$ cat src/design/mem_cfg_pkg.sv
// ****************************************
// memory path configuration
// word address and word data widths
// ****************************************
`default_nettype none

package mem_cfg_pkg;

    // word address width, 1024 words
    parameter int SDRAMW = 10;

    // memory word width
    parameter int MEMDW = 16;

    // number of words in the array
    parameter int MEMWORDS = 1 << SDRAMW;

endpackage

`default_nettype wire

$ cat src/design/ram_rq.sv
// ****************************************
// request adapter, CPU chip select to one
// memory request per rising edge
// ****************************************
`timescale 1ns/10ps
`default_nettype none

module ram_rq #(
    parameter int AW     = 9,
    parameter int DW     = 16,
    parameter int FASTWR = 0    // ack writes as soon as the arbiter takes them
) (
    input  wire                         clk,
    input  wire                         rst,
    input  wire [AW-1:0]                addr,
    input  wire [mem_cfg_pkg::SDRAMW-1:0] offset,  // fixed while running
    input  wire                         addr_ok,     // chip select level
    input  wire                         wrin,
    input  wire [DW-1:0]                wrdata,
    input  wire [mem_cfg_pkg::MEMDW-1:0] din,     // read word, shared bus
    input  wire                         we,          // request taken
    input  wire                         dst,         // din valid
    input  wire                         din_ok,      // access finished
    output logic                        req,
    output logic                        req_rnw,
    output logic [mem_cfg_pkg::SDRAMW-1:0] sdram_addr,
    output logic [mem_cfg_pkg::MEMDW-1:0]  wdata,
    output logic                        data_ok,
    output logic [DW-1:0]               dout
);

    import mem_cfg_pkg::*;

    logic last_cs;     // addr_ok one cycle back
    logic cs_rise;     // registered rising edge of addr_ok
    logic pending;     // rise seen while an access was still running
    logic inflight;    // taken by the arbiter, din_ok not yet seen
    logic busy;
    logic issue;

    assign busy  = req || inflight;
    assign issue = (cs_rise || pending) && !busy;

    always_ff @(posedge clk or posedge rst) begin
        if (rst) begin
            last_cs  <= 1'b0;
            cs_rise  <= 1'b0;
            pending  <= 1'b0;
            inflight <= 1'b0;
            req      <= 1'b0;
            req_rnw  <= 1'b1;
            data_ok  <= 1'b0;
            dout     <= '0;
        end else begin
            last_cs <= addr_ok;
            cs_rise <= addr_ok && !last_cs;
            if (!addr_ok) data_ok <= 1'b0;    // four-phase return to zero

            if (we) begin
                req      <= 1'b0;     // drop on the accept edge
                inflight <= 1'b1;
                if (FASTWR != 0 && !req_rnw)
                    data_ok <= 1'b1;  // early write ack
            end

            if (dst) dout <= din[DW-1:0];

            if (din_ok) begin
                inflight <= 1'b0;
                // fast writes were already acked on we
                if (FASTWR == 0 || req_rnw) data_ok <= 1'b1;
            end

            if (issue) begin
                req     <= 1'b1;
                req_rnw <= ~wrin;
                data_ok <= 1'b0;
                pending <= 1'b0;
            end else if (cs_rise) begin
                pending <= 1'b1;      // wait for the running write
            end
        end
    end

    // address and write word, captured when the request goes out
    always_ff @(posedge clk) begin
        if (issue) begin
            sdram_addr <= SDRAMW'(addr) + offset;
            wdata      <= MEMDW'(wrdata);    // zero extended
        end
    end

endmodule

`default_nettype wire

$ cat config.mk
export PLATFORM = sky130hd
export DESIGN_NAME = ram_rq
export DESIGN_NICKNAME = d
export VERILOG_FILES = /design/src/design/mem_cfg_pkg.sv /design/src/design/ram_rq.sv
export SDC_FILE = /design/constraint.sdc
export NUM_CORES = 1
export LEC_CHECK = 0
export ABC_AREA = 0
export BUFFER_PORTS_ARGS = -buffer_cell sky130_fd_sc_hd__buf_2
export CAP_MARGIN = 20
export CELL_PAD_IN_SITES_DETAIL_PLACEMENT = 0
export CELL_PAD_IN_SITES_GLOBAL_PLACEMENT = 2
export CORE_UTILIZATION = 28
export CTS_CLUSTER_DIAMETER = 50
export DETAILED_ROUTE_END_ITERATION = 8
export PLACE_DENSITY = 0.8
export SETUP_SLACK_MARGIN = 0.02
export SLEW_MARGIN = 10
export SYNTH_ARGS = -nofsm -noshare
export SYNTH_HDL_FRONTEND = slang
export SYNTH_SLANG_ARGS = --single-unit
$ cat constraint.sdc
create_clock -name clk -period 3.55 [get_ports clk]
set_input_delay 0.71 -clock clk [delete_from_list [all_inputs] [get_ports clk]]
set_output_delay 0.71 -clock clk [all_outputs]
set_load 0.005 [all_outputs]
# Word-level counts from Yosys, hierarchy flattened
# Cells that the tools add are included.
# word_totals
register_bits	49
input_bits	58
out_inout_bits	45
elab_cells	31
# op_classes
n_addsub	1
n_eq_ne	1
n_mux	9
bitwise	1
n_reduce_logical	9
# op_table
operator	n
$add A9 B10 Y10	1
$mux W1	9
$reduce_bool A2 Y1	3
$ne A3 B1 Y1 const B	1
$logic_and A1 B1 Y1	2
$logic_not A1 Y1	2
$logic_or A1 B1 Y1	2
$not A1 Y1	1

# Longest topological paths before layout
# Gate-level depths: netlist (run 1).
# depth
word_depth	4
ltp_mapped	7
depth_no_buf	7

# Worst setup path before layout (run 1)
# Ideal clock, no wire load.
# synth_path
kind	flip-flop to flip-flop
start	register req
end	register sdram_addr[0] (netlist bit) (enable)
setup_time_ns	0.451
t_arrival_ns	2.455
required_time_ns	3.099
setup_slack_ns	0.644
stages_incl_launch_ff	2
path_buffers	0
synth_period_minus_slack_ns	2.906
cell_sequence	dfrtp_1 nor3_1
# synth_via
elab_chain_len	3
# synth_rtl
item	line_no	source
from (decl)	ram_rq.sv:24	output logic req,
from (signal assigned)	ram_rq.sv:50	req <= 1'b0;
from (signal assigned)	ram_rq.sv:60	req <= 1'b0;
from (signal assigned)	ram_rq.sv:75	req <= 1'b1;
$logic_or A1 B1 Y1	ram_rq.sv:41	assign busy = req || inflight;
$logic_not A1 Y1	ram_rq.sv:42	assign issue = (cs_rise || pending) && !busy;
$logic_and A1 B1 Y1	ram_rq.sv:42	
via issue	ram_rq.sv:39	logic issue;
to (signal assigned)	ram_rq.sv:88	sdram_addr <= SDRAMW'(addr) + offset;
to (decl)	ram_rq.sv:26	output logic [mem_cfg_pkg::SDRAMW-1:0] sdram_addr,
# The timed path passes the listed nets, and every way through them passes these cells.
# A chain may end at the register's enable or synchronous reset.

# Worst setup path in the final report (run 1)
# layout_path
start	input port addr[0]
end	register sdram_addr[8] (netlist bit) (data pin)
# layout_via
elab_chain_len	1
# layout_rtl
item	line_no	source
from (decl)	ram_rq.sv:15	input wire [AW-1:0] addr,
$add A9 B10 Y10	ram_rq.sv:88	
# Every way passes these cells.

==> out/qor.txt, run 1 <==
clock skew: 2.34 ps
Seq/Total Area, Yosys: 68.3%
Syn Inst Count: 131
initial antenna violation count: 1
CP max stage cell: fa_1
crit path max fanout: 2
CP cell instances: buf_2, ha_1, inv_1, fa_1, nand2b_1, a21oi_1, a221oi_2, xnor2_1
Synth Register Bits: 49
M2 GR Usage: 18.5%
Max VDD drop: 0.141 mV
GRT Max-Usage Layer: met2
CP peak stage delay: 380 ps
IO Pins: 103
minimum clock period: 1980 ps
count leader, synth: edfxtp_1
Top Family by Delay on Critical Path: adder cells
Initial Utilization: 29.1%
final number of setup-violating endpoints: 0
Vias per Instance: 4.21
Area Growth Syn to Fin: 36.0%
leading area contributor after synthesis: edfxtp_1
IO Port Bufs: 102
Post-synth EDFFs: 26
row count: 30
Max Slew Vio Count: 0
global-route wire length before repair: 6.04 mm
GRT met3 Usage: 6.19%
postcts setup bufs: 0
FMAX: 505 MHz
Yosys warning total: 0
die area: 0.00744 mm^2
total routed wirelength: 3.97 mm
Synth area leaders: edfxtp_1 (39%), dfrtp_1 (28%), mux2_2 (9.1%)
DRC Markers: 0
GP Congestion: 0.773
top cell type's share of synthesized area: 39.3%
vias in the first global route: 1318
Power Density: 467 mW/mm^2
clk buf depth: 2
H-tree depth: 2
Async S/R FF share, synth: 46.9%
Fin. Hold Viols: 0
Max-Cap Viols: 0
RSZ-0062 raised after global routing: no
met1 Resource Use GR: 11.2%
clock latency on the worst-skew pair: 290 ps
Synth top cells by count: edfxtp_1 (26), dfrtp_1 (22), mux2_2 (16)
Setup crit end kind: register
pin count of the biggest net entering global routing: 31
dpl cell area: 0.00262 mm^2
TritonCTS Buffers: 5
Fillers: 702
CP bufs+invs: 2
gr usage total: 10.7%
root buffer cell: clkbuf_8
nature of the critical path startpoint: primary input
Netlist cell types: 24
ANT nets after route: 0
Avg Cell Area, Syn: 15.2 um^2
DIE HEIGHT: 86.2 um
post-route cell area: 0.00270 mm^2
clock-pin slew on the worst setup and hold paths: 80 ps
setup_tns: 0 ps
via count: 1414
# clock sinks: 49
post-DP HPWL: 3.12 mm
final critical-path share of the clock period: 55.8%
Slew HR: 44.4%
Worst-Margin Slew: 833 ps
Worst Path Required: 3600 ps
DR WL/cell: 11.8 um
CP arrival: 2030 ps
Setup CP Type: in2reg
leakage dissipation: 1.25 nW
number of hold buffers added after cts: 0
syn nets: 199
CTS tree: built
Syn Std Cell Area: 0.00199 mm^2
Hold WC Path Type: reg2reg
Iteration-0 DRC Markers: 12
ANT cells: 0
layout cells sized above 1: 53.3%
gr ovfl total: 0
DRT Pass-1 Iters: 3
nets: 307
ys flop type: edfxtp_1
status: finished clean
CORE AREA: 0.00683 mm^2
CTS-repair resized insts: 0
overall die width: 86.2 um
==> stage by stage <==
stage / hold WS [ps] / worst slack [ps] / instances / util (%) / total power, mW
2_1_floorplan: 378 / 644 / 131 / - / 0.849
3_3_place_gp: 384 / 1270 / 328 / 38.4 / 0.967
3_5_place_dp: 386 / 1250 / 328 / 38.4 / 0.971
4_1_cts: 398 / 1570 / 336 / 39.5 / 1.29
5_1_grt: 416 / 1510 / 336 / 39.5 / 1.34
6_report: 396 / 1570 / 336 / 39.5 / 1.26
==> metal layers <==
layer	vias to the layer above	share of wire [%]
met3	7	12
li1	685	-
met2	75	46
met4	2	1.0
met5	-	0.33
met1	645	41
==> cells by family after synthesis <==
kind of cell | count (synthesis) | share of synthesized area (%)
flops | 49 | 68.3
compound gates | 16 | 5.48
fa+ha+maj | 10 | 6.68
simple gates | 22 | 4.91
mux | 16 | 9.07
xor+xnor | 8 | 3.53
buf+inv | 10 | 2.02
==> cells in the final DEF (no fill, tap or decap), drive strengths merged <==
cell type and instances:
edfxtp 26, nor3 1, inv 8, o21ai 1, a21oi 6, ha 9
nand2 2, a21o 3, clkbuf 7, nand2b 1, and2 1, nor2b 1
dfrtp 22, clkinv 1, o221ai 1, o211ai 2, nor2 11, a31oi 2
fa 1, a221oi 1, buf 103, mux2 16, xnor2 7, xor2 1
dfstp 1, nand3 5
==> worst reg2reg max path: cells and delay by family, from the launching register on <==
| family | cells | cell delay, ps |
|---|---|---|
| buffers and inverters | 1 | 360 |
| flip-flops | 1 | 420 |
| AND/OR/NAND/NOR | 1 | 170 |
==> path summary, 6_finish.rpt <==
kind,from,endpoint,slack [ps],depth (start not counted)
worst min register to register,last_cs,cs_rise,400,1
worst min-delay path,last_cs,cs_rise,400,1
min in group asynchronous,rst,dout[0],570,2
worst max-delay path,addr[0],sdram_addr[8],1570,8
worst max register to register,req,sdram_addr[5],2250,2
max in group asynchronous,rst,data_ok,2470,2
==> final cells by class <==
| type | count | area [um^2] | share of cell area [%] |
|---|---|---|---|
| tap | 96 | 120 | 4.45 |
| timing repair buffer | 103 | 518 | 19.2 |
| multi-input combinational | 72 | 594 | 22.0 |
| clock inverter | 1 | 5.00 | 0.185 |
| clock buffer | 7 | 76.3 | 2.83 |
| sequential | 49 | 1360 | 50.3 |
| inverter | 8 | 30.0 | 1.11 |
==> state kept, by name, indices dropped and copies added, names as in the netlist <==
name / count
pending: 1
last_cs: 1
req: 1
wdata: 16
dout: 16
sdram_addr: 10
cs_rise: 1
inflight: 1
req_rnw: 1
data_ok: 1
==> report_power, final <==
part,total (mW),internal (mW),leakage (nW),switching (mW)
Clock,0.311,0.139,0.0422,0.172
Combinational,0.239,0.120,0.692,0.119
Sequential,0.712,0.688,0.513,0.0239
Note: power is estimated with default switching activity, not from simulation.
==> run 2, diff against run 1 <==
- ABC_AREA: 0 -> 1
- CORE_UTILIZATION: 28 -> 27
- PLACE_DENSITY: 0.8 -> 0.79
- clock period: 3.55 -> 1.85 ns (I/O delays scaled with it)
==> out/qor.txt, run 2 <==
most frequent CP cell: nand2_1
CP peak stage delay: 410 ps
sw frac: 24.9%
CP bufs+invs: 2
DIE HEIGHT: 89.9 um
nature of the critical path startpoint: primary input
FMAX: 677 MHz
Worst R2R Start: req
TritonCTS Buffers: 5
DR WL/cell: 11.3 um
postcts setup bufs: 0
CP max stage cell: fa_1
CTS tree: built
ANT nets after route: 0
CORE AREA: 0.00737 mm^2
Layout Cells excl Fill: 378
Netlist cell types: 19
Largest regs: dout x16, wdata x16, sdram_addr x10
GP Congestion: 0.776
Post-synth EDFFs: 26
Initial Utilization: 28.3%
Fillers: 762
clock skew: 6.42 ps
final critical-path share of the clock period: 79.8%
Comb power frac: 19.0%
Worst R2R Path Depth: 3
clock-pin slew on the worst setup and hold paths: 90 ps
XOR/XNOR Fraction of Synth Area: 1.68%
Sw Pwr: 627 uW
top cell type's share of synthesized area: 37.4%
RSZ-0062 raised after global routing: no
clock latency on the worst-skew pair: 300 ps
Slew HR: 77.2%
status: finished clean
Avg Cell Area, Syn: 12.5 um^2
crit path max fanout: 3
Hold Slack: 100 ps
register area: 0.00136 mm^2
Vias per Instance: 4.11
DRT Pass-1 Iters: 3
IO Port Bufs: 102
gr ovfl total: 0
layout cells sized above 1: 47.7%
H-tree depth: 2
Yosys warning total: 0
most common library cell in the layout ignoring fill and taps: buf_2
Worst-Margin Slew: 342 ps
Area Growth Syn to Fin: 35.6%
Syn Inst Count: 167
compound-gate portion of the synthesized area: 2.82%
Simple-Gate Fraction of Synth Area: 10.8%
post-route cell area: 0.00283 mm^2
ANT cells: 0
syn nets: 235
IO Pins: 103
count leader, synth: nand2_1
Pwr Total: 2.51 mW
Multi-input gate area: 633 um^2
most frequent cells in the layout: buf_2 (102), nand2_1 (35), edfxtp_1 (26), dfrtp_1 (22), inv_1 (20)
# clock sinks: 49
clk buf depth: 2
reg2reg setup slack: 540 ps
root buffer cell: clkbuf_8
Setup crit end kind: register
leakage dissipation: 1.40 nW
setup_tns: 0 ps
CP cell instances: buf_2, ha_1, inv_1, fa_1, o21ai_2, nand2_1, nand3_1, nand2_1
final number of setup-violating endpoints: 0
die area: 0.00809 mm^2
CP arrival: 1540 ps
Clock power frac: 26.8%
DRC Markers: 0
Max-Cap Viols: 0
Async S/R FF share, synth: 46.9%
Top Family by Delay on Critical Path: adder cells
Iteration-0 DRC Markers: 14
Max VDD drop: 0.257 mV
leading area contributor after synthesis: edfxtp_1
placed cell count: 370
ys flop type: edfxtp_1
multiplexer share of the synthesized area: 8.63%
post-DP HPWL: 3.45 mm
CTS-repair resized insts: 0
Synth Register Bits: 49
Synth Area in Adders: 6.35%
vias in the first global route: 1457
Synth area leaders: edfxtp_1 (37%), dfrtp_1 (26%), mux2_2 (8.6%)
number of hold buffers added after cts: 0
row count: 31
Fin. Hold Viols: 0
Synth top cells by count: nand2_1 (35), edfxtp_1 (26), dfrtp_1 (22)
dpl cell area: 0.00273 mm^2
Internal Power: 1.89 mW
Seq pwr share: 54.3%
total routed wirelength: 4.28 mm
Hold WC Path Type: in2async
initial antenna violation count: 0
Setup CP Type: in2reg
via count: 1555
nets: 346
Max Slew Vio Count: 0
Worst Path Required: 1910 ps
pin count of the biggest net entering global routing: 24
Worst R2R End: wdata[0]
minimum clock period: 1480 ps
global-route wire length before repair: 6.72 mm
Power Density: 888 mW/mm^2
largest family of logic cells by synthesized area: simple AND/OR/NAND/NOR gates
gr usage total: 10.8%
Seq/Total Area, Yosys: 65.0%
Syn Std Cell Area: 0.00209 mm^2
overall die width: 89.9 um
==> run 2: tightest hold or removal path, cell delays in order <==
cell and delay, ps:
buf_2 100, inv_1 40, buf_4 280
==> run 2: routing by layer <==
metal,GRT usage (%),up-vias,wire [um]
met5,0,-,0
met4,4.57,0,89
met3,3.38,8,301
met2,19.7,68,2200
met1,11.5,701,1690
li1,-,778,-
==> run 2: per-stage QoR <==
| stage | setup WS [ps] | util (%) |
|---|---|---|
| finish | 374 | 38.4 |
| global route | 312 | 38.4 |
| global placement | 52.5 | 37.0 |
| floorplan | 221 | - |
| CTS | 354 | 38.4 |
| detailed placement | 24.1 | 37.0 |
==> run 2: worst max path at each step <==
stage | from | endpoint | slack [ps] | cells after the start
final | offset[0] | sdram_addr[8] | 370 | 8
after global routing | offset[0] | sdram_addr[8] | 310 | 8
after CTS | offset[0] | sdram_addr[8] | 350 | 8
after detailed placement | offset[0] | sdram_addr[8] | 20 | 8
after global placement | offset[0] | sdram_addr[8] | 50 | 8
after floorplan | offset[0] | sdram_addr[8] | 220 | 7
==> run 2: power groups by stage <==
stage          Clock, mW  Sequential (mW)  Combinational, mW
6_report           0.673             1.36              0.477
5_1_grt            0.738             1.38              0.535
4_1_cts            0.708             1.37              0.493
3_5_place_dp           0             1.39              0.494
3_3_place_gp           0             1.38              0.486
2_1_floorplan          0             1.41              0.223
==> run 2: cell families (layout without fill, tap and decap cells) <==
kind of cell,Yosys count,after routing
AO/OA/AOI/OAI,10,10
XOR/XNOR,4,4
adder cells (fa/ha/maj),10,10
multiplexers,16,16
flip-flops,49,49
AND/OR/NAND/NOR,56,56
buffers and inverters,22,134
==> run 2: layout make-up <==
type / instances / area share (%)
Timing Repair Buffer: 106 / 19.1
Inverter: 20 / 2.65
Clock inverter: 1 / 0.177
Tap cell: 99 / 4.37
Clock buffer: 7 / 3.40
Multi-Input combinational cell: 96 / 22.4
Sequential cell: 49 / 47.9
