## src/design/mem_cfg_pkg.sv

```systemverilog
// ****************************************
// memory path configuration
// word address and word data widths
// ****************************************
`default_nettype none

package mem_cfg_pkg;

    // word address width, 1024 words
    parameter int SDRAMW = 10;

    // memory word width
    parameter int MEMDW = 16;

    // number of words in the array
    parameter int MEMWORDS = 1 << SDRAMW;

endpackage

`default_nettype wire

```

## src/design/mem_ops_pkg.sv

```systemverilog
// ****************************************
// memory operation and FSM encodings
// ****************************************
`default_nettype none

package mem_ops_pkg;

    // polarity follows req_rnw, high means read
    typedef enum logic {
        OP_WR = 1'b0,
        OP_RD = 1'b1
    } mem_op_e;

    // controller FSM
    typedef enum logic [1:0] {
        IDLE = 2'd0,   // waiting for mem_req
        WAIT = 2'd1,   // latency count
        DONE = 2'd2    // one-cycle done strobe
    } ctrl_state_e;

    // arbiter ownership
    typedef enum logic {
        FREE = 1'b0,
        BUSY = 1'b1
    } arb_state_e;

endpackage

`default_nettype wire

```

## src/design/slot_arbiter.sv

```systemverilog
// ****************************************
// two-slot round-robin arbiter
// routes controller strobes to the owner
// ****************************************
`timescale 1ns/10ps
`default_nettype none

module slot_arbiter (
    input  wire                            clk,
    input  wire                            rst,
    input  wire                            req_0,
    input  wire                            req_1,
    input  wire                            rnw_0,
    input  wire                            rnw_1,
    input  wire [mem_cfg_pkg::SDRAMW-1:0]  addr_0,
    input  wire [mem_cfg_pkg::SDRAMW-1:0]  addr_1,
    input  wire [mem_cfg_pkg::MEMDW-1:0]   wdata_0,
    input  wire [mem_cfg_pkg::MEMDW-1:0]   wdata_1,
    input  wire                            accept,     // from controller
    input  wire                            mem_dst,
    input  wire                            mem_done,
    input  wire [mem_cfg_pkg::MEMDW-1:0]   mem_rdata,
    output logic                           we_0,
    output logic                           we_1,
    output logic                           dst_0,
    output logic                           dst_1,
    output logic                           din_ok_0,
    output logic                           din_ok_1,
    output logic [mem_cfg_pkg::MEMDW-1:0]  din,
    output logic                           mem_req,
    output mem_ops_pkg::mem_op_e           mem_op,
    output logic [mem_cfg_pkg::SDRAMW-1:0] mem_addr,
    output logic [mem_cfg_pkg::MEMDW-1:0]  mem_wdata
);

    import mem_cfg_pkg::*;
    import mem_ops_pkg::*;

    arb_state_e state;
    logic       last_srv;   // slot served last, also the current owner
    logic       any_req;
    logic       pick_1;     // winner of this round

    assign any_req = req_0 || req_1;
    // slot 1 wins when alone, or when both ask and slot 0 went last
    assign pick_1  = req_1 && (!req_0 || !last_srv);

    always_ff @(posedge clk or posedge rst) begin
        if (rst) begin
            state    <= FREE;
            mem_req  <= 1'b0;
            last_srv <= 1'b1;     // slot 0 first after reset
        end else begin
            case (state)
                FREE: begin
                    if (any_req) begin
                        state    <= BUSY;
                        mem_req  <= 1'b1;
                        last_srv <= pick_1;
                    end
                end
                BUSY: begin
                    if (mem_done) begin   // release, next grant one edge later
                        state   <= FREE;
                        mem_req <= 1'b0;
                    end
                end
                default: state <= FREE;
            endcase
        end
    end

    // request fields held for the whole access
    always_ff @(posedge clk) begin
        if (state == FREE && any_req) begin
            mem_op    <= mem_op_e'(pick_1 ? rnw_1 : rnw_0);
            mem_addr  <= pick_1 ? addr_1 : addr_0;
            mem_wdata <= pick_1 ? wdata_1 : wdata_0;
        end
    end

    // strobes back to the owner only, no added cycle
    assign we_0     = accept && !last_srv;
    assign we_1     = accept && last_srv;
    assign dst_0    = mem_dst && !last_srv;
    assign dst_1    = mem_dst && last_srv;
    assign din_ok_0 = mem_done && !last_srv;
    assign din_ok_1 = mem_done && last_srv;
    assign din      = mem_rdata;   // both slots see the read bus

endmodule

`default_nettype wire

```

## config.mk

```make
export PLATFORM = sky130hd
export DESIGN_NAME = slot_arbiter
export DESIGN_NICKNAME = d
export VERILOG_FILES = /design/src/design/mem_cfg_pkg.sv /design/src/design/mem_ops_pkg.sv /design/src/design/slot_arbiter.sv
export SDC_FILE = /design/constraint.sdc
export NUM_CORES = 1
export LEC_CHECK = 0
export BUFFER_PORTS_ARGS = -buffer_cell sky130_fd_sc_hd__buf_4
export CAP_MARGIN = 20
export CORE_MARGIN = 2
export CORE_UTILIZATION = 40
export CTS_BUF_LIST = sky130_fd_sc_hd__clkbuf_4 sky130_fd_sc_hd__clkbuf_8
export CTS_CLUSTER_SIZE = 20
export DETAILED_ROUTE_END_ITERATION = 16
export PLACE_DENSITY = 0.82
export SYNTH_ARGS = -nofsm -noshare
export SYNTH_HDL_FRONTEND = slang
export SYNTH_SLANG_ARGS = --single-unit
```

## constraint.sdc

```tcl
create_clock -name clk -period 1.7 [get_ports clk]
set_input_delay 0.34 -clock clk [delete_from_list [all_inputs] [get_ports clk]]
set_output_delay 0.34 -clock clk [all_outputs]
set_load 0.01 [all_outputs]
```

# Word level (Yosys, flattened, before mapping)
# Cells that the tools add are included.
# classes
magnitude_cmp	0
shifts	0
mux	9
n_eq_ne	2
n_reduce_logical	14
div_mod_pow	0
n_addsub	0
multipliers	0
bitwise_logic	1
# op_table
op	n
$mux W16	1
$mux W10	1
$logic_and A1 B1 Y1	8
$mux W1	5
$ne A2 B2 Y1 const B	2
$pmux W1 S2	2
$reduce_and A2 Y1	2
$logic_not A1 Y1	2
$logic_or A1 B1 Y1	2
$not A1 Y1	1
# word_totals
output_inout_bits	50
ram_bits	0
n_memories	0
latch_bits	0
rom_bits	0
regBits	30
input_bits	77
word_cells	32

# Logic depth before layout (Yosys ltp)
# Gate-level depths: netlist (run 1).
# depth
depth_word	4
mapped_depth	4
mapped_depth_nobuf	2

# Worst setup path before layout (run 1)
# No wires, ideal clock.
# synth_path
kind	register -> register
start	register last_srv
end	register mem_addr[0] (netlist name) (data pin)
arrival_time_ps	1238
stages_incl_launch_ff	5
period_less_slack_ps	1499
n_path_buf	2
required_ps	1440
path_slack_ps	201
cell_sequence	dfstp_2 -> buf_6 -> a21boi_4 -> buf_12 -> mux2_4
# synth_between
elab_chain_cells	4
# synth_lines
element	line_no	source
from (decl)	slot_arbiter.sv:40	logic last_srv;
from (signal assigned)	slot_arbiter.sv:59	last_srv <= pick_1;
$logic_not A1 Y1	slot_arbiter.sv:46	assign pick_1 = req_1 && (!req_0 || !last_srv);
$logic_or A1 B1 Y1	slot_arbiter.sv:46	
$logic_and A1 B1 Y1	slot_arbiter.sv:46	
$mux W10	slot_arbiter.sv:77	mem_addr <= pick_1 ? addr_1 : addr_0;
to (signal assigned)	slot_arbiter.sv:77	
to (decl)	slot_arbiter.sv:32	output logic [mem_cfg_pkg::SDRAMW-1:0] mem_addr,
# No other way between the ends.
# A chain may end at the register's enable or synchronous reset.

# Worst setup path in the final report (run 1)
# layout_path
start	register last_srv
end	output din_ok_0
# layout_between
elab_chain_cells	2
# layout_lines
element	line_no	source
$logic_not A1 Y1	slot_arbiter.sv:87	assign din_ok_0 = mem_done && !last_srv;
$logic_and A1 B1 Y1	slot_arbiter.sv:87	
to (decl)	slot_arbiter.sv:27	output logic din_ok_0,
# No other way between the ends.

==> results.md, run 1 <==
* Outcome: completed
* Post-CTS sizing at 0
* Top_reg_cell synth: edfxtp_1
* Die height at between 60 and 70 µm
* Critical-path top delay cell: dfstp_2
* Cell chain of the critical path: and2b_2, buf_4
* Data arrival, critical path at 1290 ps
* Syn. warnings at 0
* Grt met1 use at 0.130
* Number of placement rows at 22
* Max-Cap Viols at 0
* Total GRT Usage at 0.154
* Relative slew margins at 0.870
* Final min period at 1630 ps
* Worst path max stage delay at 620 ps
* Max Root-Sink Buffers at 2
* Filler cells at 283
* Starting DRT DRC Count at 22
* Routed wire length at 3290 µm
* Critical path peak fanout at 9
* Total power divided by cell area at 902 nW/µm²
* Sequential share of the synthesized area at 0.569
* Post-synth EDFFs at 27
* DRC violations left at 0
* M3 GR Usage at 0.0878
* VDD IR max at 0.000439 V
* WL/cell at 14.6 µm
* Min-Delay Path Class: input port to flop
* RePlAce Congestion at 0.720
* FF+latch count, synth at 30
* Final Hold Fails at 0
* ANT cells at 0
* Part of the cycle the worst path needs at 0.958
* Max-slew violation count at 0
* Crit path kind: flop to output port
* WP data required at 1360 ps
* Grt peak-use layer: met2
* Syn nets at 168
* Clk Latency, worst-skew pair at around 270 ps
* Vias at between 1k and 1.5k
* Synthesized area per cell at 17.1 µm²
* Final setup viols at 0
* WHS at 264 ps
* Io pins at 127
* Vias in the first global route at 1100
* Met2 usage at 0.283
* Vias per Instance at 4.64
* Core Area at 3720 µm²
* Nature of the critical path startpoint: flop
* Antenna viol nets, final at 0
* Sequential Power Share at 0.463
* Clk slew on worst S/H paths at 60 ps
* Synth-to-layout area growth at 46.8%
* Worst Tran Pin Value at 193 ps
* Family with the most delay on the worst path: flip-flops
* Sink Count at 30
* F_max at around 0.61 GHz
* Leak Pwr at 1.05 nW
* Post-CTS Setup Bufs at 0
* Critical Path End Type: output port
* Starting Density at 0.420
* Die area at 4420 µm²
* Nets@finish at 253
* Number of buffers created by CTS at 5
* Die Span X at 66.5 µm
* Pin count of the biggest net entering global routing at 29
* Initial antenna violation count at 0
* Gr ovfl total at 0
* P_sw at 0.506 mW
* WP buf/inv at 1
* First-pass GRT wire length at ~4800 µm
* RSZ-0062 raised after global routing: no
* Number of port buffers at 94
* Netlist cell types at 19
* Post-DP HPWL at 2680 µm
* CTS tree: built
* Setup Total Neg Slack at 0 ps
* CTS H-Tree Depth at 2
* Comb pwr share at 0.277
* Layout cells sized above 1 at 0.791
* Post-synthesis cell area at between 1500 and 2000 µm²
* Pre-Repair DR Iteration Count at 2
* CTS root buf: clkbuf_8
* FFs w/ async S/R, synth at 0.100
* Clk pwr share at 0.260
* Int Pwr at about 1.6 mW
* Sw frac at 0.245
* Clock skew at 5.73 ps
* Syn Inst Count at 91
[per-stage QoR]
step                      setup WS (ps)   util  instances  power [mW]  instance area, µm²
after floorplan                     201      -         91        1.33                1560
final                              71.3  0.616        225        2.07                2290
after CTS                          67.0  0.616        225        2.09                2290
after global routing               54.2  0.616        225        2.15                2290
after detailed placement            192  0.591        216        1.55                2190
after global placement              228  0.591        216        1.53                2190
[sequential cells by signal (all words and copies together) (netlist names)]
| register | count |
|---|---|
| mem_addr | 10 |
| mem_req | 1 |
| last_srv | 1 |
| state | 1 |
| mem_wdata | 16 |
| mem_op | 1 |
[cell type report]
| class | instances | area [µm²] | share of cell area |
|---|---|---|---|
| clock buffer | 5 | 68.8 | 0.0301 |
| timing repair buffer | 97 | 756 | 0.330 |
| inverter | 1 | 3.75 | 0.00164 |
| multi-input combinational | 41 | 498 | 0.217 |
| sequential | 30 | 887 | 0.387 |
| clock inverter | 3 | 16.3 | 0.00710 |
| tap | 48 | 60.1 | 0.0262 |
[worst register-to-register path, delay by kind of cell, from the launching register on]
kind,cells,cell delay [ps]
compound gates,1,90
buf+inv,1,180
flops,1,620
mux,1,320
[cells in the mapped netlist (all sizes together) (2+ instances only)]
cell    instances  area (µm²)
and2            3        22.5
and2b           3        26.3
buf            19         171
dfrtp           2        50.1
edfxtp         27         811
mux2           27         379
[power groups by stage]
stage,Sequential (mW),Combinational [mW],Clock (mW)
final,0.956,0.572,0.537
after floorplan,0.981,0.349,0
after CTS,0.958,0.580,0.550
after global placement,0.964,0.562,0
after detailed placement,0.973,0.577,0
after global routing,0.963,0.607,0.579
[placed cells by master (no fill, tap or decap), drive strengths merged, types with 2 or more instances in the layout]
cell type  synthesis  routed
and2               3       3
dfrtp              2       2
edfxtp            27      27
and2b              3       3
mux2              27      27
buf               19      96
clkbuf             0       5
clkinv             0       2
[per-layer routing]
| metal | part of all wire | up-vias | wire [µm] |
|---|---|---|---|
| li1 | - | 488 | - |
| met1 | 0.31 | 473 | 1040 |
| met2 | 0.55 | 76 | 1800 |
| met3 | 0.12 | 8 | 379 |
| met4 | 0.024 | 0 | 78 |
| met5 | 0 | - | 0 |
[path summary, 6_finish.rpt]
path	endpoint	slack, ps	depth (start not counted)	startpoint
worst max-delay path	din_ok_0	70	2	last_srv
worst min register to register	mem_req	550	1	mem_req
min in group asynchronous	mem_req	490	3	rst
max in group asynchronous	last_srv	1000	3	rst
worst max register to register	mem_addr[0]	250	3	last_srv
worst min-delay path	mem_req	260	2	mem_done
[repair_timing]
item | CTS | global route
hold buffers | 1 | 0
setup endpoints to repair | 0 | 0
hold endpoints to repair | 2 | 0
[logic make-up after synthesis]
group,after synthesis,synth area share
AOI/OAI and AO/OA,5,0.0329
DFF,30,0.569
buffers and inverters,20,0.112
and+or+nand+nor,9,0.0433
muxes,27,0.243
Power figures use the tool's default switching activity.
==> run 2: changes to the inputs <==
--- a/config.mk
+++ b/config.mk
@@ -8,11 +8,11 @@
 export BUFFER_PORTS_ARGS = -buffer_cell sky130_fd_sc_hd__buf_4
 export CAP_MARGIN = 20
 export CORE_MARGIN = 2
-export CORE_UTILIZATION = 40
+export CORE_UTILIZATION = 36
 export CTS_BUF_LIST = sky130_fd_sc_hd__clkbuf_4 sky130_fd_sc_hd__clkbuf_8
 export CTS_CLUSTER_SIZE = 20
 export DETAILED_ROUTE_END_ITERATION = 16
-export PLACE_DENSITY = 0.82
+export PLACE_DENSITY = 0.78
 export SYNTH_ARGS = -nofsm -noshare
 export SYNTH_HDL_FRONTEND = slang
 export SYNTH_SLANG_ARGS = --single-unit
==> constraint.sdc (replaced) <==
create_clock -name clk -period 1.4 [get_ports clk]
set_input_delay 0.28 -clock clk [delete_from_list [all_inputs] [get_ports clk]]
set_output_delay 0.28 -clock clk [all_outputs]
set_load 0.01 [all_outputs]
==> run 2 against run 1 <==
- the flow now finishes with violations (setup timing)
- combinational power grew 45%
- global-route usage shrank 0.87 points
- register-to-register slack worse by 350 ps
- utilization is 3.6 points lower
- worst hold slack got worse by 56 ps
- total power grew 27%
- via count up 1.7%
- largest cell class unchanged
- largest power group unchanged
==> results.md, run 2 (same netlist as run 1, synthesis figures left out) <==
* RSZ-0062 raised after global routing: yes
* F_max at roughly 0.65 GHz
* Starting DRT DRC Count at 32
* RePlAce Congestion at 0.784
* Pin count of the biggest net entering global routing at 29
* Crit path kind: flop to output port
* Max-Cap Viols at 0
* Worst Tran Pin Value at 429 ps
* Clock skew at 2.44 ps
* Initial antenna violation count at 0
* Post-layout util at 0.581
* Min-Delay Path Class: input port to flop
* Number of port buffers at 94
* HP Start: mem_done
* Commonest non-fill, non-tap cells in the layout: 92 x buf_4, 27 x edfxtp_1, 25 x mux2_4
* Max-slew violation count at 0
* Critical Path End Type: output port
* R2R setup slack at -100 ps
* Max Root-Sink Buffers at 2
* CTS tree: built
* Regs by FF count: mem_wdata (16), mem_addr (10)
* Final setup margin at -133 ps
* Critical-path top delay cell: dfstp_2
* Final min period at 1530 ps
* Cell mode on critical path: buf_6
* WP data required at 1120 ps
* Layout cells sized above 1 at 0.797
* Core Area at 4090 µm²
* Die height at 69.8 µm
* Leading cell type in the layout, fill and taps excluded: buf_4
* First-pass GRT wire length at 5380 µm
* Hold Path End: mem_req
* Worst Hold Depth at 2
* Sink Count at 30
* Most flops, register: mem_wdata
* Nature of the critical path startpoint: flop
* Total GRT Usage at 0.145
* Setup Total Neg Slack at -1750 ps
* R2r startpoint: last_srv
* VDD IR max at slightly below 0.0005 V
* Number of placement rows at 23
* Vias in the first global route at 1144
* Worst R2R End: mem_wdata[10]
* Clk Latency, worst-skew pair at 270 ps
* Io pins at 127
* Total power at between 2 and 3 mW
* Routed wire length at roughly 3500 µm
* DRC violations left at 0
* Clk slew on worst S/H paths at 60 ps
* Synth-to-layout area growth at 52.0%
* Leak Pwr at 1.10 nW
* CTS H-Tree Depth at 2
* WL/cell at 14.9 µm
* Pre-Repair DR Iteration Count at 4
* Antenna viol nets, final at 0
* Outcome: finished with violations
* Finished Layout Cells at 232
* Relative slew margins at 0.714
* Cells after DPL at 220
* Post-DP HPWL at 2690 µm
* Cell chain of the critical path: buf_6, and2b_2, buf_6
* ANT cells at 0
* R2r worst-path depth at 4
* Max reg flops at 16
* Vias per Instance at between 4 and 5
* Part of the cycle the worst path needs at 1.10
* Die area at 4880 µm²
* Vias at 1063
* Gr ovfl total at 0
* Total power divided by cell area at between 1000 and 1500 nW/µm²
* Final setup viols at 32
* Final Hold Fails at 0
* Failing checks: setup timing
* CTS root buf: clkbuf_8
* Worst path max stage delay at between 500 and 600 ps
* Die Span X at 69.8 µm
* Number of buffers created by CTS at 5
* Starting Density at 0.382
* Data arrival, critical path at 1250 ps
* Filler cells at approximately 350
* Critical path peak fanout at 7
* Nets@finish at 258
-- run 2: changes by cell type in the layout (fill, tap and decap cells not counted), sizes merged --
cell	change
buf	+5
clkbuf	+1
clkinvlp	-1
-- run 2: per-stage QoR --
stage | hold WS (ps) | setup WS (ps) | instance area [µm²]
CTS | 198 | -139 | 2350
floorplan | 32.9 | -98.7 | 1560
finish | 208 | -133 | 2370
global placement | 157 | -29.9 | 2200
detailed placement | 164 | -68.8 | 2200
global route | 209 | -186 | 2370
-- run 2: cell type report --
type                    instances  area (µm²)  area share
inverters                       1        3.75     0.00158
flip-flops and latches         30         887       0.374
repair buffers                102         811       0.342
multi-input cells              41         523       0.220
clock buffers                   6        76.3      0.0322
well taps                      50        62.6      0.0264
clock inverters                 2        8.76     0.00369
-- run 2: timing repair --
item	CTS	global route
resized for setup	10	4
setup endpoints to repair	33	33
hold endpoints to repair	2	0
setup buffers	2	1
hold buffers	1	0
-- run 2: worst max path at each step --
stage | cells past startpoint | slack (ps) | to | from
floorplan | 4 | -100 | mem_addr[0] | last_srv
global placement | 1 | -30 | mem_wdata[2] | state
detailed placement | 1 | -70 | mem_addr[7] | state
CTS | 3 | -140 | we_0 | last_srv
global route | 3 | -190 | we_0 | last_srv
finish | 3 | -130 | we_0 | last_srv
-- run 2: worst max-delay path, delay by kind of cell, from the launching register on --
kind,cells,cell delay [ps]
buffers and inverters,2,220
DFF,1,550
and+or+nand+nor,1,210
-- run 2: power breakdown --
group	internal, mW	leakage, nW	switching (mW)
logic	0.536	0.769	0.292
registers	1.11	0.289	0.0319
clock network	0.360	0.0460	0.294
total	2.00	1.10	0.617
-- run 2: routing by layer --
| metal | up-vias | wire length, µm | part of all wire | global-route usage |
|---|---|---|---|---|
| met5 | - | 0 | 0 | 0 |
| met4 | 0 | 93 | 0.027 | 0.0812 |
| met1 | 486 | 1090 | 0.31 | 0.131 |
| met2 | 65 | 2000 | 0.58 | 0.276 |
| li1 | 495 | - | - | - |
| met3 | 17 | 277 | 0.080 | 0.0480 |
